**src/common/mem_pkg.sv**
```systemverilog
// memory subsystem package
// widths, window map, response codes and payload types shared by all blocks

package mem_pkg;

   localparam int ADDR_W = 32;
   localparam int DATA_W = 64;
   localparam int STRB_W = DATA_W / 8;

   typedef logic [ADDR_W-1:0] addr_t;
   typedef logic [DATA_W-1:0] data_t;
   typedef logic [STRB_W-1:0] strb_t;

   // W channel payload, data in the upper bits
   typedef struct packed {
      data_t data;
      strb_t strb;
   } w_req_t;

   typedef logic [1:0] resp_t;

   localparam resp_t RESP_OKAY   = 2'b00;
   localparam resp_t RESP_DECERR = 2'b11;

   // window map, sizes cut down for simulation
   localparam addr_t BOOT_BASE   = 32'h4000_0000;
   localparam addr_t SHARED_BASE = 32'h4200_0000;
   localparam addr_t MAIN_BASE   = 32'h8000_0000; // DRAM stand-in

   localparam int BOOT_WORDS   = 512;
   localparam int SHARED_WORDS = 512;
   localparam int MAIN_WORDS   = 2048;

   localparam addr_t BOOT_BYTES   = addr_t'(BOOT_WORDS * 8);
   localparam addr_t SHARED_BYTES = addr_t'(SHARED_WORDS * 8);
   localparam addr_t MAIN_BYTES   = addr_t'(MAIN_WORDS * 8);

   localparam int BOOT_IDX_W   = $clog2(BOOT_WORDS);
   localparam int SHARED_IDX_W = $clog2(SHARED_WORDS);
   localparam int MAIN_IDX_W   = $clog2(MAIN_WORDS);

   typedef enum logic [1:0] {
      REGION_BOOT   = 2'd0,
      REGION_SHARED = 2'd1,
      REGION_MAIN   = 2'd2,
      REGION_NONE   = 2'd3
   } region_e;

   // result queue sizing
   localparam int RESP_DEPTH = 2;
   localparam int RESP_PTR_W = $clog2(RESP_DEPTH);
   localparam int RESP_CNT_W = $clog2(RESP_DEPTH + 2); // room for queue plus one arriving

endpackage

```
**src/design/axil_front/axil_front.sv**
```systemverilog
// AXI4-Lite request side
// buffers AW, W and AR, pairs AW with W and picks read or write for issue
// issues only while the response side has room

`timescale 1ns/1ps

module axil_front import mem_pkg::*; (
   input  logic  clk_i,
   input  logic  rst_ni,
   // write address
   input  logic  awvalid_i,
   output logic  awready_o,
   input  addr_t awaddr_i,
   // write data
   input  logic  wvalid_i,
   output logic  wready_o,
   input  data_t wdata_i,
   input  strb_t wstrb_i,
   // read address
   input  logic  arvalid_i,
   output logic  arready_o,
   input  addr_t araddr_i,
   // issue channel toward the router
   input  logic  slot_free_i,
   output logic  issue_valid_o,
   output logic  issue_we_o,
   output addr_t issue_addr_o,
   output data_t issue_wdata_o,
   output strb_t issue_wstrb_o
);

   w_req_t w_in;
   w_req_t w_head;
   addr_t  aw_head;
   addr_t  ar_head;
   logic   aw_valid;
   logic   w_valid;
   logic   ar_valid;
   logic   wr_elig;
   logic   rd_elig;
   logic   grant_wr;
   logic   last_wr_q; // last issue was a write

   assign w_in.data = wdata_i;
   assign w_in.strb = wstrb_i;

   axil_req_slice #(.payload_t(addr_t)) aw_slice (
      .clk_i       (clk_i),
      .rst_ni      (rst_ni),
      .in_valid_i  (awvalid_i),
      .in_ready_o  (awready_o),
      .in_data_i   (awaddr_i),
      .out_valid_o (aw_valid),
      .out_ready_i (issue_valid_o & grant_wr),
      .out_data_o  (aw_head)
   );

   axil_req_slice #(.payload_t(w_req_t)) w_slice (
      .clk_i       (clk_i),
      .rst_ni      (rst_ni),
      .in_valid_i  (wvalid_i),
      .in_ready_o  (wready_o),
      .in_data_i   (w_in),
      .out_valid_o (w_valid),
      .out_ready_i (issue_valid_o & grant_wr),
      .out_data_o  (w_head)
   );

   axil_req_slice #(.payload_t(addr_t)) ar_slice (
      .clk_i       (clk_i),
      .rst_ni      (rst_ni),
      .in_valid_i  (arvalid_i),
      .in_ready_o  (arready_o),
      .in_data_i   (araddr_i),
      .out_valid_o (ar_valid),
      .out_ready_i (issue_valid_o & ~grant_wr),
      .out_data_o  (ar_head)
   );

   assign wr_elig = aw_valid & w_valid; // need both halves of a write
   assign rd_elig = ar_valid;

   // alternate when both are waiting
   assign grant_wr = wr_elig & (~rd_elig | ~last_wr_q);

   assign issue_valid_o = slot_free_i & (wr_elig | rd_elig);
   assign issue_we_o    = grant_wr;
   assign issue_addr_o  = grant_wr ? aw_head : ar_head;
   assign issue_wdata_o = w_head.data;
   assign issue_wstrb_o = w_head.strb;

   always_ff @(posedge clk_i or negedge rst_ni) begin
      if (!rst_ni) begin
         last_wr_q <= 1'b0;
      end else if (issue_valid_o) begin
         last_wr_q <= grant_wr;
      end
   end

endmodule

```
**src/design/axil_front/axil_req_slice.sv**
```systemverilog
// request slice
// one-entry skid buffer on a valid/ready channel, ready comes from a flop

`timescale 1ns/1ps

module axil_req_slice #(
   parameter type payload_t = logic
) (
   input  logic     clk_i,
   input  logic     rst_ni,
   input  logic     in_valid_i,
   output logic     in_ready_o,
   input  payload_t in_data_i,
   output logic     out_valid_o,
   input  logic     out_ready_i,
   output payload_t out_data_o
);

   logic     main_valid_q;
   logic     spare_valid_q;
   payload_t main_q;
   payload_t spare_q;
   logic     accept;
   logic     main_load;

   assign in_ready_o  = ~spare_valid_q;   // registered
   assign accept      = in_valid_i & in_ready_o;
   assign main_load   = ~main_valid_q | out_ready_i; // main empty or drained this cycle
   assign out_valid_o = main_valid_q;
   assign out_data_o  = main_q;

   always_ff @(posedge clk_i or negedge rst_ni) begin
      if (!rst_ni) begin
         main_valid_q  <= 1'b0;
         spare_valid_q <= 1'b0;
      end else if (main_load) begin
         main_valid_q  <= spare_valid_q | accept;
         spare_valid_q <= 1'b0;
      end else if (accept) begin
         spare_valid_q <= 1'b1; // output stalled, park it
      end
   end

   always_ff @(posedge clk_i) begin
      if (main_load) begin
         main_q <= spare_valid_q ? spare_q : in_data_i;
      end else if (accept) begin
         spare_q <= in_data_i;
      end
   end

   // a stalled output must not change under the consumer
   property p_hold_stable;
      @(posedge clk_i) disable iff (!rst_ni)
         (out_valid_o && !out_ready_i) |=> (out_valid_o && $stable(out_data_o));
   endproperty
   a_hold_stable: assert property (p_hold_stable);

endmodule

```
**config.mk**
```make
export PLATFORM = sky130hd
export DESIGN_NAME = axil_front
export DESIGN_NICKNAME = d
export VERILOG_FILES = /design/src/common/mem_pkg.sv /design/src/design/axil_front/axil_front.sv /design/src/design/axil_front/axil_req_slice.sv
export SDC_FILE = /design/constraint.sdc
export NUM_CORES = 1
export LEC_CHECK = 0
export BUFFER_PORTS_ARGS = -buffer_cell sky130_fd_sc_hd__buf_2
export CAP_MARGIN = 20
export CORE_MARGIN = 1
export CORE_UTILIZATION = 40
export CTS_BUF_LIST = sky130_fd_sc_hd__clkbuf_8 sky130_fd_sc_hd__clkbuf_16
export DETAILED_ROUTE_END_ITERATION = 7
export HOLD_SLACK_MARGIN = 0.06
export PLACE_DENSITY = 0.62
export RECOVER_POWER = 100
export SLEW_MARGIN = 30
export SYNTH_ARGS = -nofsm -noshare
export SYNTH_HDL_FRONTEND = slang
export SYNTH_SLANG_ARGS = --single-unit
```
**constraint.sdc**
```tcl
create_clock -name clk_i -period 34.1 [get_ports clk_i]
set_input_delay 0 -clock clk_i [delete_from_list [all_inputs] [get_ports clk_i]]
set_output_delay 0 -clock clk_i [all_outputs]
set_load 0.01 [all_outputs]
```
==> results.cfg <==
[run_status]
status = finished with violations
violations = capacitance limit, slew limit

[final_layout]
layout-drive-gt1-share = 0.2446
n_fill_cell = 2123
area_delta_synth_final_pct = 34.26
final_area_mm2 = 0.01425
nNetsFinal = 1051

[global_route]
grt_max_degree = 76
grt_usage = 0.1704
grt_pass1_vias = 6454
grt_pass1_wl_um = 35450
grt_overflow_total = 0
antenna_found_initial = 1

[detailed_routing]
vias_per_cell = 4.798
first_iter_violations = 402
wirelength_um = 23270
routedWlPerCell_um = 18.35
vias = 6084
drc = 0
postRouteAntennaNets = 0
drtPass1Iterations = 6

[pwr]
p_per_area_mw_per_mm2 = 83.07
leakage_uw = 0.004932
ir_worst_vdd_mv = 0.05877
p_total_uw = 1184

[timing]
fin_setup_tns_ps = 0
finalSetupViolations = 0
clock_skew_ps = 16.53
whs_ps = 182.0
layout_min_cycle_time_ps = 6572
maxClockFrequency_mhz = 152.2
slew_violations = 393
worst_pin_slew_ps = 4288
rsz0062_at_grt = no
slew_headroom = -1.859
period_share = 0.1927
hold_viol = 0
fin_ws_ps = 27530

[yosys]
avgSynthCellArea_um2 = 21.44
synth_top_cell_by_area = edfxtp_1
ys_types = 16
synth_edf_count = 272
synth_flop_cell = edfxtp_1
synthTopCellsByCount = edfxtp_1, mux2_2, mux2_4
yosys.cell_count.top_type = edfxtp_1
synthArstFlopShare = 0.02509
syn_area_mm2 = 0.01061
synth_top_cells_by_area = edfxtp_1, mux2_2, mux2_4, dfrtp_1, buf_2
postSynthCellCount = 495
yosys_warnings = 0
ys_seq_elements = 279
seq_area_frac_synth = 0.7861
syn_nets = 637
synth_top_area_share = 0.7696

[clock_tree]
h-tree-depth = 1
cts.sinks = 279
clk_pin_slew_ps = 60
cts-resized-gates = 0
cts_setup_buffers = 0
clk-insertion-delay-late_ps = 550
clockBufferDepth = 3
cts_tree = yes
cts_buffers = 31
clock-root-buffer = clkbuf_16

[floorplanning]
core-area_mm2 = 0.02606
dieWidth_um = 164.9
start_util = 0.4073
fp.dieH_um = 164.9
row_count = 59
die-area_mm2 = 0.02719
ios = 251

[place]
pre_cts_slack_ps = 31420
place_congestion = 0.7840
portBuffers = 250
hpwl_um = 13990
dpl_cell_area_mm2 = 0.01228

[flow_run]
maxCapViolCount = 9

[setup_path]
arrival_ps = 6240
critical_path_class = register to register
crit_required_ps = 33770
r2r_cells = 5
critPathLaunchType = register
end_kind = register
critPathMaxFanout = 75

[hold_path]
whs_path_depth = 2
hold_class = primary input to register
## metal layers
layer | vias up | part of all wire | routed length (um) | track usage
met1 | 3000 | 0.41 | 9628 | 0.2129
met4 | 0 | 0.022 | 510 | 0.04337
met5 | - | 0 | 0 | 0
met2 | 250 | 0.48 | 11150 | 0.2846
li1 | 2798 | - | - | -
met3 | 36 | 0.085 | 1982 | 0.05575
## layout make-up
type                            count  area, um^2  share of cell area
Sequential cell                   279        8343              0.5855
Multi-Input combinational cell    192        2024              0.1421
Clock buffer                       31       775.7             0.05444
Clock inverter                     25       209.0             0.01466
Tap cell                          335       419.2             0.02942
Inverter                            5       18.77            0.001317
Antenna cell                        1       2.502           0.0001756
Timing Repair Buffer              400        2456              0.1724
## registers in the layout (all words and copies together) (netlist names)
name / count
w_slice.spare_valid_q: 1
ar_slice.out_valid_o: 1
aw_slice.out_valid_o: 1
ar_slice.spare_q: 32
w_slice.out_data_o: 72
ar_slice.spare_valid_q: 1
ar_slice.out_data_o: 32
last_wr_q: 1
aw_slice.out_data_o: 32
aw_slice.spare_valid_q: 1
w_slice.spare_q: 72
aw_slice.spare_q: 32
w_slice.out_valid_o: 1
## per-stage QoR
stage          cells    util
2_1_floorplan    495       -
3_3_place_gp    1068  0.4711
3_5_place_dp    1068  0.4711
4_1_cts         1266  0.5634
5_1_grt         1268  0.5468
6_report        1268  0.5468
## kinds of logic after synthesis
kind of cell,Yosys count,synth area share
AOI/OAI and AO/OA,6,0.002947
buffers and inverters,24,0.01250
DFF,279,0.7861
muxes,168,0.1885
and+or+nand+nor,18,0.009904
## critical path, cell delays in order, from the launching register on
cell	delay, ps
dfrtp_1	390
and2_0	240
o21ai_4	170
clkbuf_1	3000
nor3b_1	190
clkbuf_1	1650
## layout by cell type (no fill, tap or decap)
master,n
edfxtp_1,272
clkbuf_1,205
dlygate4sd3_1,142
mux2_2,134
buf_2,49
mux2_1,34
clkbuf_16,31
inv_1,16
nor2_1,7
dfrtp_1,7
nand2_1,5
clkinv_1,5
clkinv_2,4
bufinv_16,4
clkbuf_2,4
nor3b_1,3
o21ai_0,2
a21oi_1,2
diode_2,1
and2_0,1
nand3b_1,1
o21ai_4,1
and3b_1,1
a31oi_1,1
inv_6,1
## report_power, final
group / internal [uW] / total, uW / switching [uW]
sequential: 515 / 556 / 40.3
combinational: 138 / 306 / 168
clock: 193 / 322 / 129
total: 847 / 1180 / 337
## path summary, 6_finish.rpt
path / from / to / slack, ps
setup reg to reg: last_wr_q$_DFFE_PN0N_ / w_slice.spare_q[42]$_DFFE_PP_ / 27530
min in group asynchronous: rst_ni / w_slice.spare_valid_q$_DFFE_PN0P_ / 470
hold / removal: wdata_i[36] / w_slice.spare_q[44]$_DFFE_PP_ / 180
setup / recovery: last_wr_q$_DFFE_PN0N_ / w_slice.spare_q[42]$_DFFE_PP_ / 27530
max in group asynchronous: rst_ni / last_wr_q$_DFFE_PN0N_ / 33370
hold reg to reg: aw_slice.spare_q[3]$_DFFE_PP_ / aw_slice.out_data_o[3]$_DFFE_PP_ / 540
## what timing repair did
item,4_1_cts,5_1_grt
endpoints found under the hold margin,301,0
endpoints found under the setup margin,0,0
hold buffers,142,0
No activity file was read; power rests on OpenSTA's default activity.
