===== config.mk =====
export PLATFORM = sky130hd
export DESIGN_NAME = axil_resp
export DESIGN_NICKNAME = d
export VERILOG_FILES = /design/src/common/mem_pkg.sv /design/src/design/axil_resp.sv
export SDC_FILE = /design/constraint.sdc
export NUM_CORES = 1
export LEC_CHECK = 0
export BUFFER_PORTS_ARGS = -buffer_cell sky130_fd_sc_hd__buf_2
export CAP_MARGIN = 30
export CORE_MARGIN = 5
export CORE_UTILIZATION = 45
export DETAILED_ROUTE_END_ITERATION = 8
export HOLD_SLACK_MARGIN = 0.15
export PLACE_DENSITY = 0.8
export SLEW_MARGIN = 15
export SYNTH_ARGS = -nofsm -noshare
export SYNTH_HDL_FRONTEND = slang
export SYNTH_SLANG_ARGS = --single-unit

===== constraint.sdc =====
create_clock -name clk_i -period 4.96 [get_ports clk_i]
set_input_delay 0.248 -clock clk_i [delete_from_list [all_inputs] [get_ports clk_i]]
set_output_delay 0.248 -clock clk_i [all_outputs]
set_load 0.05 [all_outputs]

===== src/common/mem_pkg.sv =====
// memory subsystem package
// widths, window map, response codes and payload types shared by all blocks

package mem_pkg;

   localparam int ADDR_W = 32;
   localparam int DATA_W = 64;
   localparam int STRB_W = DATA_W / 8;

   typedef logic [ADDR_W-1:0] addr_t;
   typedef logic [DATA_W-1:0] data_t;
   typedef logic [STRB_W-1:0] strb_t;

   // W channel payload, data in the upper bits
   typedef struct packed {
      data_t data;
      strb_t strb;
   } w_req_t;

   typedef logic [1:0] resp_t;

   localparam resp_t RESP_OKAY   = 2'b00;
   localparam resp_t RESP_DECERR = 2'b11;

   // window map, sizes cut down for simulation
   localparam addr_t BOOT_BASE   = 32'h4000_0000;
   localparam addr_t SHARED_BASE = 32'h4200_0000;
   localparam addr_t MAIN_BASE   = 32'h8000_0000; // DRAM stand-in

   localparam int BOOT_WORDS   = 512;
   localparam int SHARED_WORDS = 512;
   localparam int MAIN_WORDS   = 2048;

   localparam addr_t BOOT_BYTES   = addr_t'(BOOT_WORDS * 8);
   localparam addr_t SHARED_BYTES = addr_t'(SHARED_WORDS * 8);
   localparam addr_t MAIN_BYTES   = addr_t'(MAIN_WORDS * 8);

   localparam int BOOT_IDX_W   = $clog2(BOOT_WORDS);
   localparam int SHARED_IDX_W = $clog2(SHARED_WORDS);
   localparam int MAIN_IDX_W   = $clog2(MAIN_WORDS);

   typedef enum logic [1:0] {
      REGION_BOOT   = 2'd0,
      REGION_SHARED = 2'd1,
      REGION_MAIN   = 2'd2,
      REGION_NONE   = 2'd3
   } region_e;

   // result queue sizing
   localparam int RESP_DEPTH = 2;
   localparam int RESP_PTR_W = $clog2(RESP_DEPTH);
   localparam int RESP_CNT_W = $clog2(RESP_DEPTH + 2); // room for queue plus one arriving

endpackage


===== src/design/axil_resp.sv =====
// response side
// in-order result queue feeding the B and R channels
// reports room for another issue through slot_free

`timescale 1ns/1ps

module axil_resp import mem_pkg::*; (
   input  logic  clk_i,
   input  logic  rst_ni,
   input  logic  res_valid_i,
   input  logic  res_we_i,
   input  logic  res_err_i,
   input  data_t res_rdata_i,
   output logic  slot_free_o,
   // write response
   output logic  bvalid_o,
   input  logic  bready_i,
   output resp_t bresp_o,
   // read data
   output logic  rvalid_o,
   input  logic  rready_i,
   output data_t rdata_o,
   output resp_t rresp_o
);

   logic                  we_q    [RESP_DEPTH];
   logic                  err_q   [RESP_DEPTH];
   data_t                 rdata_q [RESP_DEPTH];
   logic [RESP_PTR_W-1:0] wr_ptr_q;
   logic [RESP_PTR_W-1:0] rd_ptr_q;
   logic [RESP_CNT_W-1:0] cnt_q;
   logic [RESP_CNT_W-1:0] level; // queued plus the result now arriving
   logic                  head_valid;
   logic                  pop;

   assign head_valid = (cnt_q != '0);
   assign bvalid_o   = head_valid & we_q[rd_ptr_q];
   assign rvalid_o   = head_valid & ~we_q[rd_ptr_q];
   assign bresp_o    = err_q[rd_ptr_q] ? RESP_DECERR : RESP_OKAY;
   assign rresp_o    = err_q[rd_ptr_q] ? RESP_DECERR : RESP_OKAY;
   assign rdata_o    = rdata_q[rd_ptr_q];
   assign pop        = (bvalid_o & bready_i) | (rvalid_o & rready_i);

   // anything issued earlier is either queued or arriving now
   assign level       = cnt_q + RESP_CNT_W'(res_valid_i);
   assign slot_free_o = level < RESP_CNT_W'(RESP_DEPTH);

   always_ff @(posedge clk_i) begin
      if (res_valid_i) begin
         we_q[wr_ptr_q]    <= res_we_i;
         err_q[wr_ptr_q]   <= res_err_i;
         rdata_q[wr_ptr_q] <= res_rdata_i;
      end
   end

   always_ff @(posedge clk_i or negedge rst_ni) begin
      if (!rst_ni) begin
         wr_ptr_q <= '0;
         rd_ptr_q <= '0;
         cnt_q    <= '0;
      end else begin
         if (res_valid_i) begin
            wr_ptr_q <= (wr_ptr_q == RESP_PTR_W'(RESP_DEPTH - 1)) ? '0 : wr_ptr_q + 1'b1;
         end
         if (pop) begin
            rd_ptr_q <= (rd_ptr_q == RESP_PTR_W'(RESP_DEPTH - 1)) ? '0 : rd_ptr_q + 1'b1;
         end
         cnt_q <= cnt_q + RESP_CNT_W'(res_valid_i) - RESP_CNT_W'(pop);
      end
   end

   // front gating on slot_free keeps a full queue from being written
   a_no_overflow: assert property (@(posedge clk_i) disable iff (!rst_ni)
      res_valid_i |-> (cnt_q < RESP_CNT_W'(RESP_DEPTH)));

endmodule


==> results.cfg, run 1 <==
[global_route]
grt_pass1_wl_mm = 15.4
grt-ovfl-total = 0
antenna_found_initial = 0
grt.total_usage_pct = 15.5
grt_pass1_vias = 3112
grt_max_degree = 67

[synthesis]
synthCells = 231
avgSynthCellArea_um2 = 21.8
yosysWarnings = 0
ys_ff_latch = 136
yosysUniqueCellTypes = 19
netlist_area_um2 = 5030
yosysSeqAreaShare_pct = 80.8
syn_nets = 304

[route]
drc = 0
vias_per_cell = 4.67
wire_per_inst_um = 16.7
detail-route-antenna-nets = 0
drt-pass1-iter-count = 4
drtIter0Drc = 107
drt_wl_total_mm = 10.2
vias = 2836

[critical_path]
worst-setup-path-type = reg2out
end_kind = output port
r2r_start = rd_ptr_q$_DFFE_PN0P_
ff2ff_path_depth = 5
path_max_fanout = 35
arrival_ns = 2.55
rr_endpoint = cnt_q[1]$_DFF_PN0_
worstPathRequired_ns = 4.71
r2r_slack_ns = 2.99
start_kind = flop

[clock_tree]
clkTransAtPathRegs_ns = 0.05
postCtsResizedCells = 0
cts_root_buffer = clkbuf_8
numCtsBuffers = 17
clockBufferDepth = 2
cts_tree = built
h-tree-depth = 4
clkLatencyLatePin_ns = 0.51
cts_sinks = 136
hold_buffers = 71
post_cts_buffers = 0

[worst_hold_path]
whs_path_depth = 4
min_from = bready_i
holdCritPathClass = in2reg
hold_path_end = rd_ptr_q$_DFFE_PN0P_

[place]
port_buffers = 141
place_area_um2 = 5880
place_inst = 504
place_ws_ns = 2.66
gp_congestion = 0.729
dpl.hpwl_mm = 6.02

[floorplan]
initial_core_util_pct = 46.2
die_w_um = 116
io_pins = 142
row_count = 38
design.core.area_um2 = 10900
die_area_um2 = 13400
die_h_um = 116

[sta]
tns_ns = 0
rsz0062_at_grt = no
worst_pin_slew_ns = 0.915
drv_slew = 0
max_freq_mhz = 357
relSlewSlack_pct = 39.0
period_share_pct = 56.4
min_period_ns = 2.80
finalHoldViolCount = 0
finalWorstSetupSlack_ns = 2.16
fin_skew_ns = 0.0131
setup_violations = 0

[outcome]
status = complete, no violations

[power_and_ir_drop]
p_per_area_nw_per_um2 = 631
vdd_drop_max_mv = 0.361
cellLeakagePower_nw = 2.73

[cells_and_area]
stdcell_count = 607
syn2layout_area_growth_pct = 41.1
fin_nets = 527
design_area_um2 = 7100
antennaDiodeCount = 0
drive_gt1_share_pct = 51.2

[run]
drv_cap = 0
==> synthesized netlist by cell type (all sizes together) <==
library cell	count	share of area (%)
o31ai	1	0.15
xnor2	2	0.35
o21ai	1	0.099
inv	2	0.15
nor2	3	0.22
dfrtp	4	2.0
edfxtp	132	79
mux2	65	15
mux2i	4	1.0
clkbuf	1	0.099
nor2b	2	0.25
buf	10	1.5
xor2	1	0.17
ha	2	0.50
and2	1	0.12
==> metrics by stage <==
step	hold slack, ns	power, mW	util (%)
2_1_floorplan	-0.0476	3.06	-
3_5_place_dp	0.0591	3.41	54.0
4_1_cts	0.166	4.51	65.2
6_report	0.197	4.48	65.2
5_1_grt	0.211	4.66	65.2
3_3_place_gp	0.0588	3.37	53.8
==> final cells by class <==
type                            instances  area (um2)
Tap cell                              140         175
Clock buffer                           18         418
Sequential cell                       136        4070
Inverter                                2        7.51
Multi-Input combinational cell         82         888
Fill cell                             767        3790
Timing Repair Buffer                  215        1460
Clock inverter                         14        86.3
==> worst max-delay path, cell delays in order, from the launching register on <==
cell and delay, ns:
dfrtp_2 0.88, buf_4 0.53, mux2_2 0.40, buf_2 0.21
==> layout by cell type (no fill, tap or decap), types with 2 or more instances in the layout <==
cell type	count
dlygate4sd3_1	71
edfxtp_1	132
clkinv_4	2
clkinvlp_4	5
mux2i_1	3
clkinv_1	3
dfrtp_1	3
xnor2_1	2
clkinv_2	4
buf_2	141
clkbuf_16	16
mux2_1	2
inv_1	2
ha_1	2
buf_4	2
mux2_2	63
nor2_1	3
==> how the worst max path moves through the flow <==
stage	start	endpoint	slack, ns	depth (start not counted)
2_1_floorplan	wr_ptr_q$_DFFE_PN0P_	err_q[0]$_DFFE_PP_	1.13	1
3_3_place_gp	rd_ptr_q$_DFFE_PN0P_	rdata_o[46]	2.67	3
3_5_place_dp	rd_ptr_q$_DFFE_PN0P_	rdata_o[46]	2.66	3
4_1_cts	rd_ptr_q$_DFFE_PN0P_	rdata_o[46]	2.11	3
5_1_grt	rd_ptr_q$_DFFE_PN0P_	rdata_o[48]	1.99	3
6_report	rd_ptr_q$_DFFE_PN0P_	rdata_o[59]	2.16	3
==> report_power, final <==
group	total, mW	internal, mW	leakage, nW	switching [mW]
Combinational	1.78	0.513	1.21	1.27
Clock	1.06	0.604	0.235	0.453
Sequential	1.64	1.53	1.28	0.109
==> flip-flops by register name, indices dropped and copies added, names as in the netlist <==
name and flops:
cnt_q 2, err_q 2, rd_ptr_q 1, rdata_q 128
we_q 2, wr_ptr_q 1
==> kinds of logic after synthesis <==
logic type | synth area share (%)
adder cells (fa/ha/maj) | 0.497
multiplexers | 15.6
XOR/XNOR | 0.522
flip-flops | 80.8
buffers and inverters | 1.77
AO/OA/AOI/OAI | 0.249
AND/OR/NAND/NOR | 0.597
==> metal layers <==
metal	global-route usage [%]	share of wire, %	up-vias
met5	0	0	-
met1	16.7	38	1364
met3	5.74	7.4	18
met2	27.7	53	101
li1	-	-	1353
met4	6.42	1.8	0
(Power assumes the default switching activity.)
==> run 2: changes to the inputs <==
- clock period: 4.96 -> 2.85 ns (I/O delays scaled with it)
==> run 2 against run 1 <==
First-iteration DRC count is 56% higher. Sequential cell count stayed put. Global-route usage is 0.63 points higher. Worst hold slack better by 0.16 ns. Via count is 1.9% higher. Die area stayed put. Utilization is 2.0 points higher. Clock-buffer cell count stayed put. Non-clock buffer count is 5 higher. Largest cell class unchanged. Total power is 89% higher. Combinational power is 81% higher. Design area is 3.0% higher.
==> results.cfg, run 2 (synthesis gave the netlist of run 1 again) <==
[power_and_ir_drop]
vdd_drop_max_mv = 0.675
p_per_area_nw_per_um2 = 1160
power.total_mw = 8.49
cellLeakagePower_nw = 2.84

[sta]
finalWorstSetupSlack_ns = 0.689
worst_pin_slew_ns = 0.513
rsz0062_at_grt = no
max_freq_mhz = 463
fin_skew_ns = 0.00522
min_period_ns = 2.16
relSlewSlack_pct = 65.8
tns_ns = 0
drv_slew = 0
period_share_pct = 75.8
setup_violations = 0
finalHoldViolCount = 0

[critical_path]
path_max_fanout = 37
r2r_start = we_q[0]$_DFFE_PP_
worst-setup-path-type = reg2out
start_kind = flop
startpoint = rd_ptr_q$_DFFE_PN0P_
end_kind = output port
worstPathRequired_ns = 2.71
arrival_ns = 2.02

[route]
drt_wl_total_mm = 10.4
wire_per_inst_um = 17.1
drtIter0Drc = 167
vias_per_cell = 4.72
drt-pass1-iter-count = 5
vias = 2891
drc = 0
detail-route-antenna-nets = 0

[cells_and_area]
regMostFlops = rdata_q
stdcell_count = 612
design_area_um2 = 7320
regArea_um2 = 4070
final_cell_mix = 141 x buf_2, 132 x edfxtp_1, 73 x dlygate4sd3_1
nFillCells = 723
fin_nets = 532
syn2layout_area_growth_pct = 45.4
largest_reg_flops = 128
antennaDiodeCount = 0
final_common_cell = buf_2
multi_input_area_um2 = 887
drive_gt1_share_pct = 51.9

[floorplan]
initial_core_util_pct = 46.2
io_pins = 142
die_area_um2 = 13400
die_w_um = 116
die_h_um = 116
design.core.area_um2 = 10900
row_count = 38

[global_route]
grt-ovfl-total = 0
antenna_found_initial = 0
grt_pass1_vias = 3268
grt.total_usage_pct = 16.2
grt_max_degree = 38
grt_pass1_wl_mm = 16.1

[clock_tree]
cts_tree = built
h-tree-depth = 4
cts_root_buffer = clkbuf_8
clockBufferDepth = 2
numCtsBuffers = 17
postCtsResizedCells = 0
clkTransAtPathRegs_ns = 0.06
cts_sinks = 136
clkLatencyLatePin_ns = 0.51

[place]
place_ws_ns = 1.20
place_inst = 507
gp_congestion = 0.689
port_buffers = 141
dpl.hpwl_mm = 6.03
place_area_um2 = 5900

[worst_hold_path]
min_from = res_err_i
holdCritPathClass = in2reg

[run]
drv_cap = 0

[outcome]
status = complete, no violations
-- run 2: changes by cell type in the layout (fill, tap and decap cells not counted), sizes merged --
| cell | before | now |
|---|---|---|
| dlygate4sd3 | 71 | 73 |
| inv | 2 | 5 |
| bufinv | 0 | 7 |
| clkinv | 9 | 2 |
| clkinvlp | 5 | 2 |
| buf | 144 | 147 |
-- run 2: cell type report --
class                      instances  area share, %
sequential                       136           55.6
timing repair buffer             220           20.4
multi-input combinational         82           12.1
clock buffer                      18           5.71
clock inverter                    14           3.68
tap                              140           2.39
inverter                           2          0.103
-- run 2: timing repair --
item | in CTS | in global routing
endpoints found under the hold margin | 153 | 0
hold buffers | 73 | 0
setup buffers | 0 | 0
-- run 2: through the flow --
stage | hold slack [ns] | util (%)
5_1_grt | 0.340 | 67.2
6_report | 0.357 | 67.2
3_3_place_gp | -0.0461 | 54.2
2_1_floorplan | -0.153 | -
4_1_cts | 0.320 | 67.2
3_5_place_dp | -0.0434 | 54.2
-- run 2: worst paths after layout --
path | depth (start not counted) | slack [ns] | to
min in group asynchronous | 3 | 0.55 | cnt_q[0]$_DFF_PN0_
worst min-delay path | 2 | 0.36 | err_q[1]$_DFFE_PP_
worst max register to register | 4 | 0.83 | rd_ptr_q$_DFFE_PN0P_
worst min register to register | 1 | 0.54 | wr_ptr_q$_DFFE_PN0P_
max in group asynchronous | 3 | 2.11 | rd_ptr_q$_DFFE_PN0P_
worst max-delay path | 3 | 0.69 | rdata_o[59]
-- run 2: routing by layer --
layer	vias to the layer above	share of wire, %	track usage (%)
met5	-	0	0
met2	105	54	29.2
li1	1367	-	-
met4	0	1.2	6.88
met3	9	6.4	5.27
met1	1410	38	17.4
-- run 2: where the power goes --
part,switching (mW),internal (mW)
clock,0.807,1.70
combinational,2.31,0.913
sequential,0.106,2.66
-- run 2: worst max-delay path: stages, from the launching register on --
cell and delay (ns):
dfrtp_2 0.40, buf_4 0.44, mux2_2 0.41, buf_2 0.22
==> run 3: changes to the inputs <==
- ABC_AREA: unset -> 1
- PLACE_DENSITY: 0.8 -> 0.79
- clock period: 2.85 -> 2.1 ns (I/O delays scaled with it)
==> run 3 against run 2 <==
Via count increased by 21%. Total power increased by 41%. Wire length increased by 3.8%. Critical endpoint is now rdata_o[56]. Sequential cell count unchanged. First-iteration DRC count increased by 2.4%. Critical path depth increased by 2. Setup slack got worse by 0.51 ns. Sequential power increased by 37%. Clock-buffer cell count unchanged. Sequential share of layout area increased by 0.057 points. Clock skew increased by 0.00084 ns. Largest power group unchanged.
==> results.cfg, run 3 <==
[sta]
tns_ns = 0
relSlewSlack_pct = 69.2
drv_slew = 0
rsz0062_at_grt = no
finalHoldViolCount = 0
finalWorstSetupSlack_ns = 0.183
fin_skew_ns = 0.00606
setup_violations = 0
whs_ns = 0.430
worst_pin_slew_ns = 0.462
max_freq_mhz = 522
min_period_ns = 1.92
period_share_pct = 91.3

[floorplan]
die_h_um = 117
die_area_um2 = 13600
row_count = 39
initial_core_util_pct = 45.4
die_w_um = 117
design.core.area_um2 = 11300
io_pins = 142

[run]
drv_cap = 0

[cells_and_area]
nFillCells = 788
fin_nets = 676
utilization_pct = 64.8
syn2layout_area_growth_pct = 43.0
stdcell_count = 759
regArea_um2 = 4070
multi_input_area_um2 = 868
final_common_cell = nand2_1
drive_gt1_share_pct = 30.0
regMostFlops = rdata_q
final_cell_mix = 205 x nand2_1, 141 x buf_2, 132 x edfxtp_1
largest_reg_flops = 128
antennaDiodeCount = 0

[critical_path]
path_max_fanout = 38
path_cells = inv_6 -> buf_4 -> nand2_1 -> nand2_1 -> buf_2
start_kind = flop
rr_endpoint = rd_ptr_q$_DFFE_PN0P_
end_kind = output port
worstPathRequired_ns = 2.00
critPathMaxStageDelay_ns = 0.46
arrival_ns = 1.81
cp_slowest_cell = dfrtp_2
ff2ff_path_depth = 7
worst-setup-path-type = reg2out
worst-path-buf-inv = 3
cpMostUsedCell = nand2_1
crit_family = buffers and inverters
r2r_slack_ns = 0.29
r2r_start = rd_ptr_q$_DFFE_PN0P_

[power_and_ir_drop]
clockPowerShare_pct = 26.2
p_per_area_nw_per_um2 = 1640
vdd_drop_max_mv = 1.04
power.switching_mw = 5.20
p_seq_share_pct = 31.4
intPower_mw = 6.78
p_comb_share_pct = 42.3
cellLeakagePower_nw = 3.19
switching_share_pct = 43.4

[route]
drc = 0
drt_wl_total_mm = 10.8
vias_per_cell = 4.59
wire_per_inst_um = 14.3
drt-pass1-iter-count = 4
vias = 3487
detail-route-antenna-nets = 0
drtIter0Drc = 171

[synthesis]
synth_flop_cell = edfxtp_1
synth_edf_count = 132
yosysSeqAreaShare_pct = 79.5
synthTopCellsByCount = 205 x nand2_1, 132 x edfxtp_1, 8 x inv_1, 7 x buf_4, 7 x buf_6
synth_top_area_share_pct = 77.5
synth_area_leaders = edfxtp_1 78%, nand2_1 15%, dfrtp_1 2.0%
yosysMostFrequentCell = nand2_1
synthCells = 380
syn_nets = 453
avgSynthCellArea_um2 = 13.5
async_flop_share_pct = 2.94
ys_ff_latch = 136
yosysUniqueCellTypes = 16
yosys.area.top_type = edfxtp_1
yosysWarnings = 0
netlist_area_um2 = 5110

[worst_hold_path]
hold_path_end = rdata_q[0][58]$_DFFE_PP_
whs_path_depth = 2
min_from = res_rdata_i[58]
holdCritPathClass = in2reg

[place]
gp_congestion = 0.702
place_ws_ns = 0.523
place_inst = 655
dpl.hpwl_mm = 6.55
port_buffers = 141

[global_route]
grt_max_degree = 40
grt.total_usage_pct = 16.4
grt_pass1_vias = 3624
grt_pass1_wl_mm = 16.8
antenna_found_initial = 0
grt-ovfl-total = 0

[clock_tree]
clkTransAtPathRegs_ns = 0.06
clkLatencyLatePin_ns = 0.40
clockBufferDepth = 2
cts_sinks = 136
cts_root_buffer = clkbuf_16
h-tree-depth = 4
cts_tree = built
numCtsBuffers = 17

[outcome]
status = complete, no violations
-- run 3: cell count changes after synthesis, sizes merged, moves of 3 or more --
| cell | before | now |
|---|---|---|
| inv | 2 | 9 |
| nand3 | 0 | 3 |
| mux2 | 65 | 0 |
| buf | 10 | 18 |
| nand2 | 0 | 206 |
| mux2i | 4 | 0 |
-- run 3: through the flow --
stage	instance area, um2	power (mW)
after global placement	5950	8.72
after detailed placement	5950	8.80
final	7310	12.0
after CTS	7310	12.1
after floorplan	5120	7.74
after global routing	7310	12.5
-- run 3: how the worst max path moves through the flow --
stage / from / to / depth (start not counted)
floorplan: wr_ptr_q$_DFFE_PN0P_ / err_q[1]$_DFFE_PP_ / 2
global placement: rd_ptr_q$_DFFE_PN0P_ / rdata_o[62] / 5
detailed placement: rd_ptr_q$_DFFE_PN0P_ / rdata_o[62] / 5
CTS: rd_ptr_q$_DFFE_PN0P_ / rdata_o[2] / 5
global route: rd_ptr_q$_DFFE_PN0P_ / rdata_o[2] / 5
finish: rd_ptr_q$_DFFE_PN0P_ / rdata_o[56] / 5
-- run 3: logic make-up after synthesis --
family	count (synthesis)	share of synthesized area [%]
flip-flops	136	79.5
buffers and inverters	27	3.67
AND/OR/NAND/NOR	210	15.6
adder cells (fa/ha/maj)	2	0.489
XOR/XNOR	3	0.514
AO/OA/AOI/OAI	2	0.196
-- run 3: power groups by stage --
stage	clock network (mW)	registers (mW)	logic, mW
global placement	0	3.79	4.93
finish	3.14	3.77	5.07
CTS	3.20	3.76	5.11
floorplan	0	3.78	3.96
global route	3.33	3.81	5.41
detailed placement	0	3.82	4.98
-- run 3: per-layer routing --
metal / vias up / wire (um) / global-route usage (%)
li1: 1713 / - / -
met1: 1617 / 4220 / 18.2
met2: 139 / 5560 / 28.9
met3: 18 / 895 / 6.17
met4: 0 / 176 / 6.19
met5: - / 0 / 0
-- run 3: final cells by class --
type	instances	area share (%)
flip-flops and latches	136	55.6
repair buffers	222	20.8
clock buffers	18	5.87
inverters	9	0.582
well taps	143	2.45
clock inverters	14	2.81
multi-input cells	217	11.9
-- run 3: what timing repair did --
item                       CTS  global route
setup endpoints to repair    0             2
hold buffers                72             0
hold endpoints to repair   139             0
resized for setup            0             1
buffers inserted             0             0
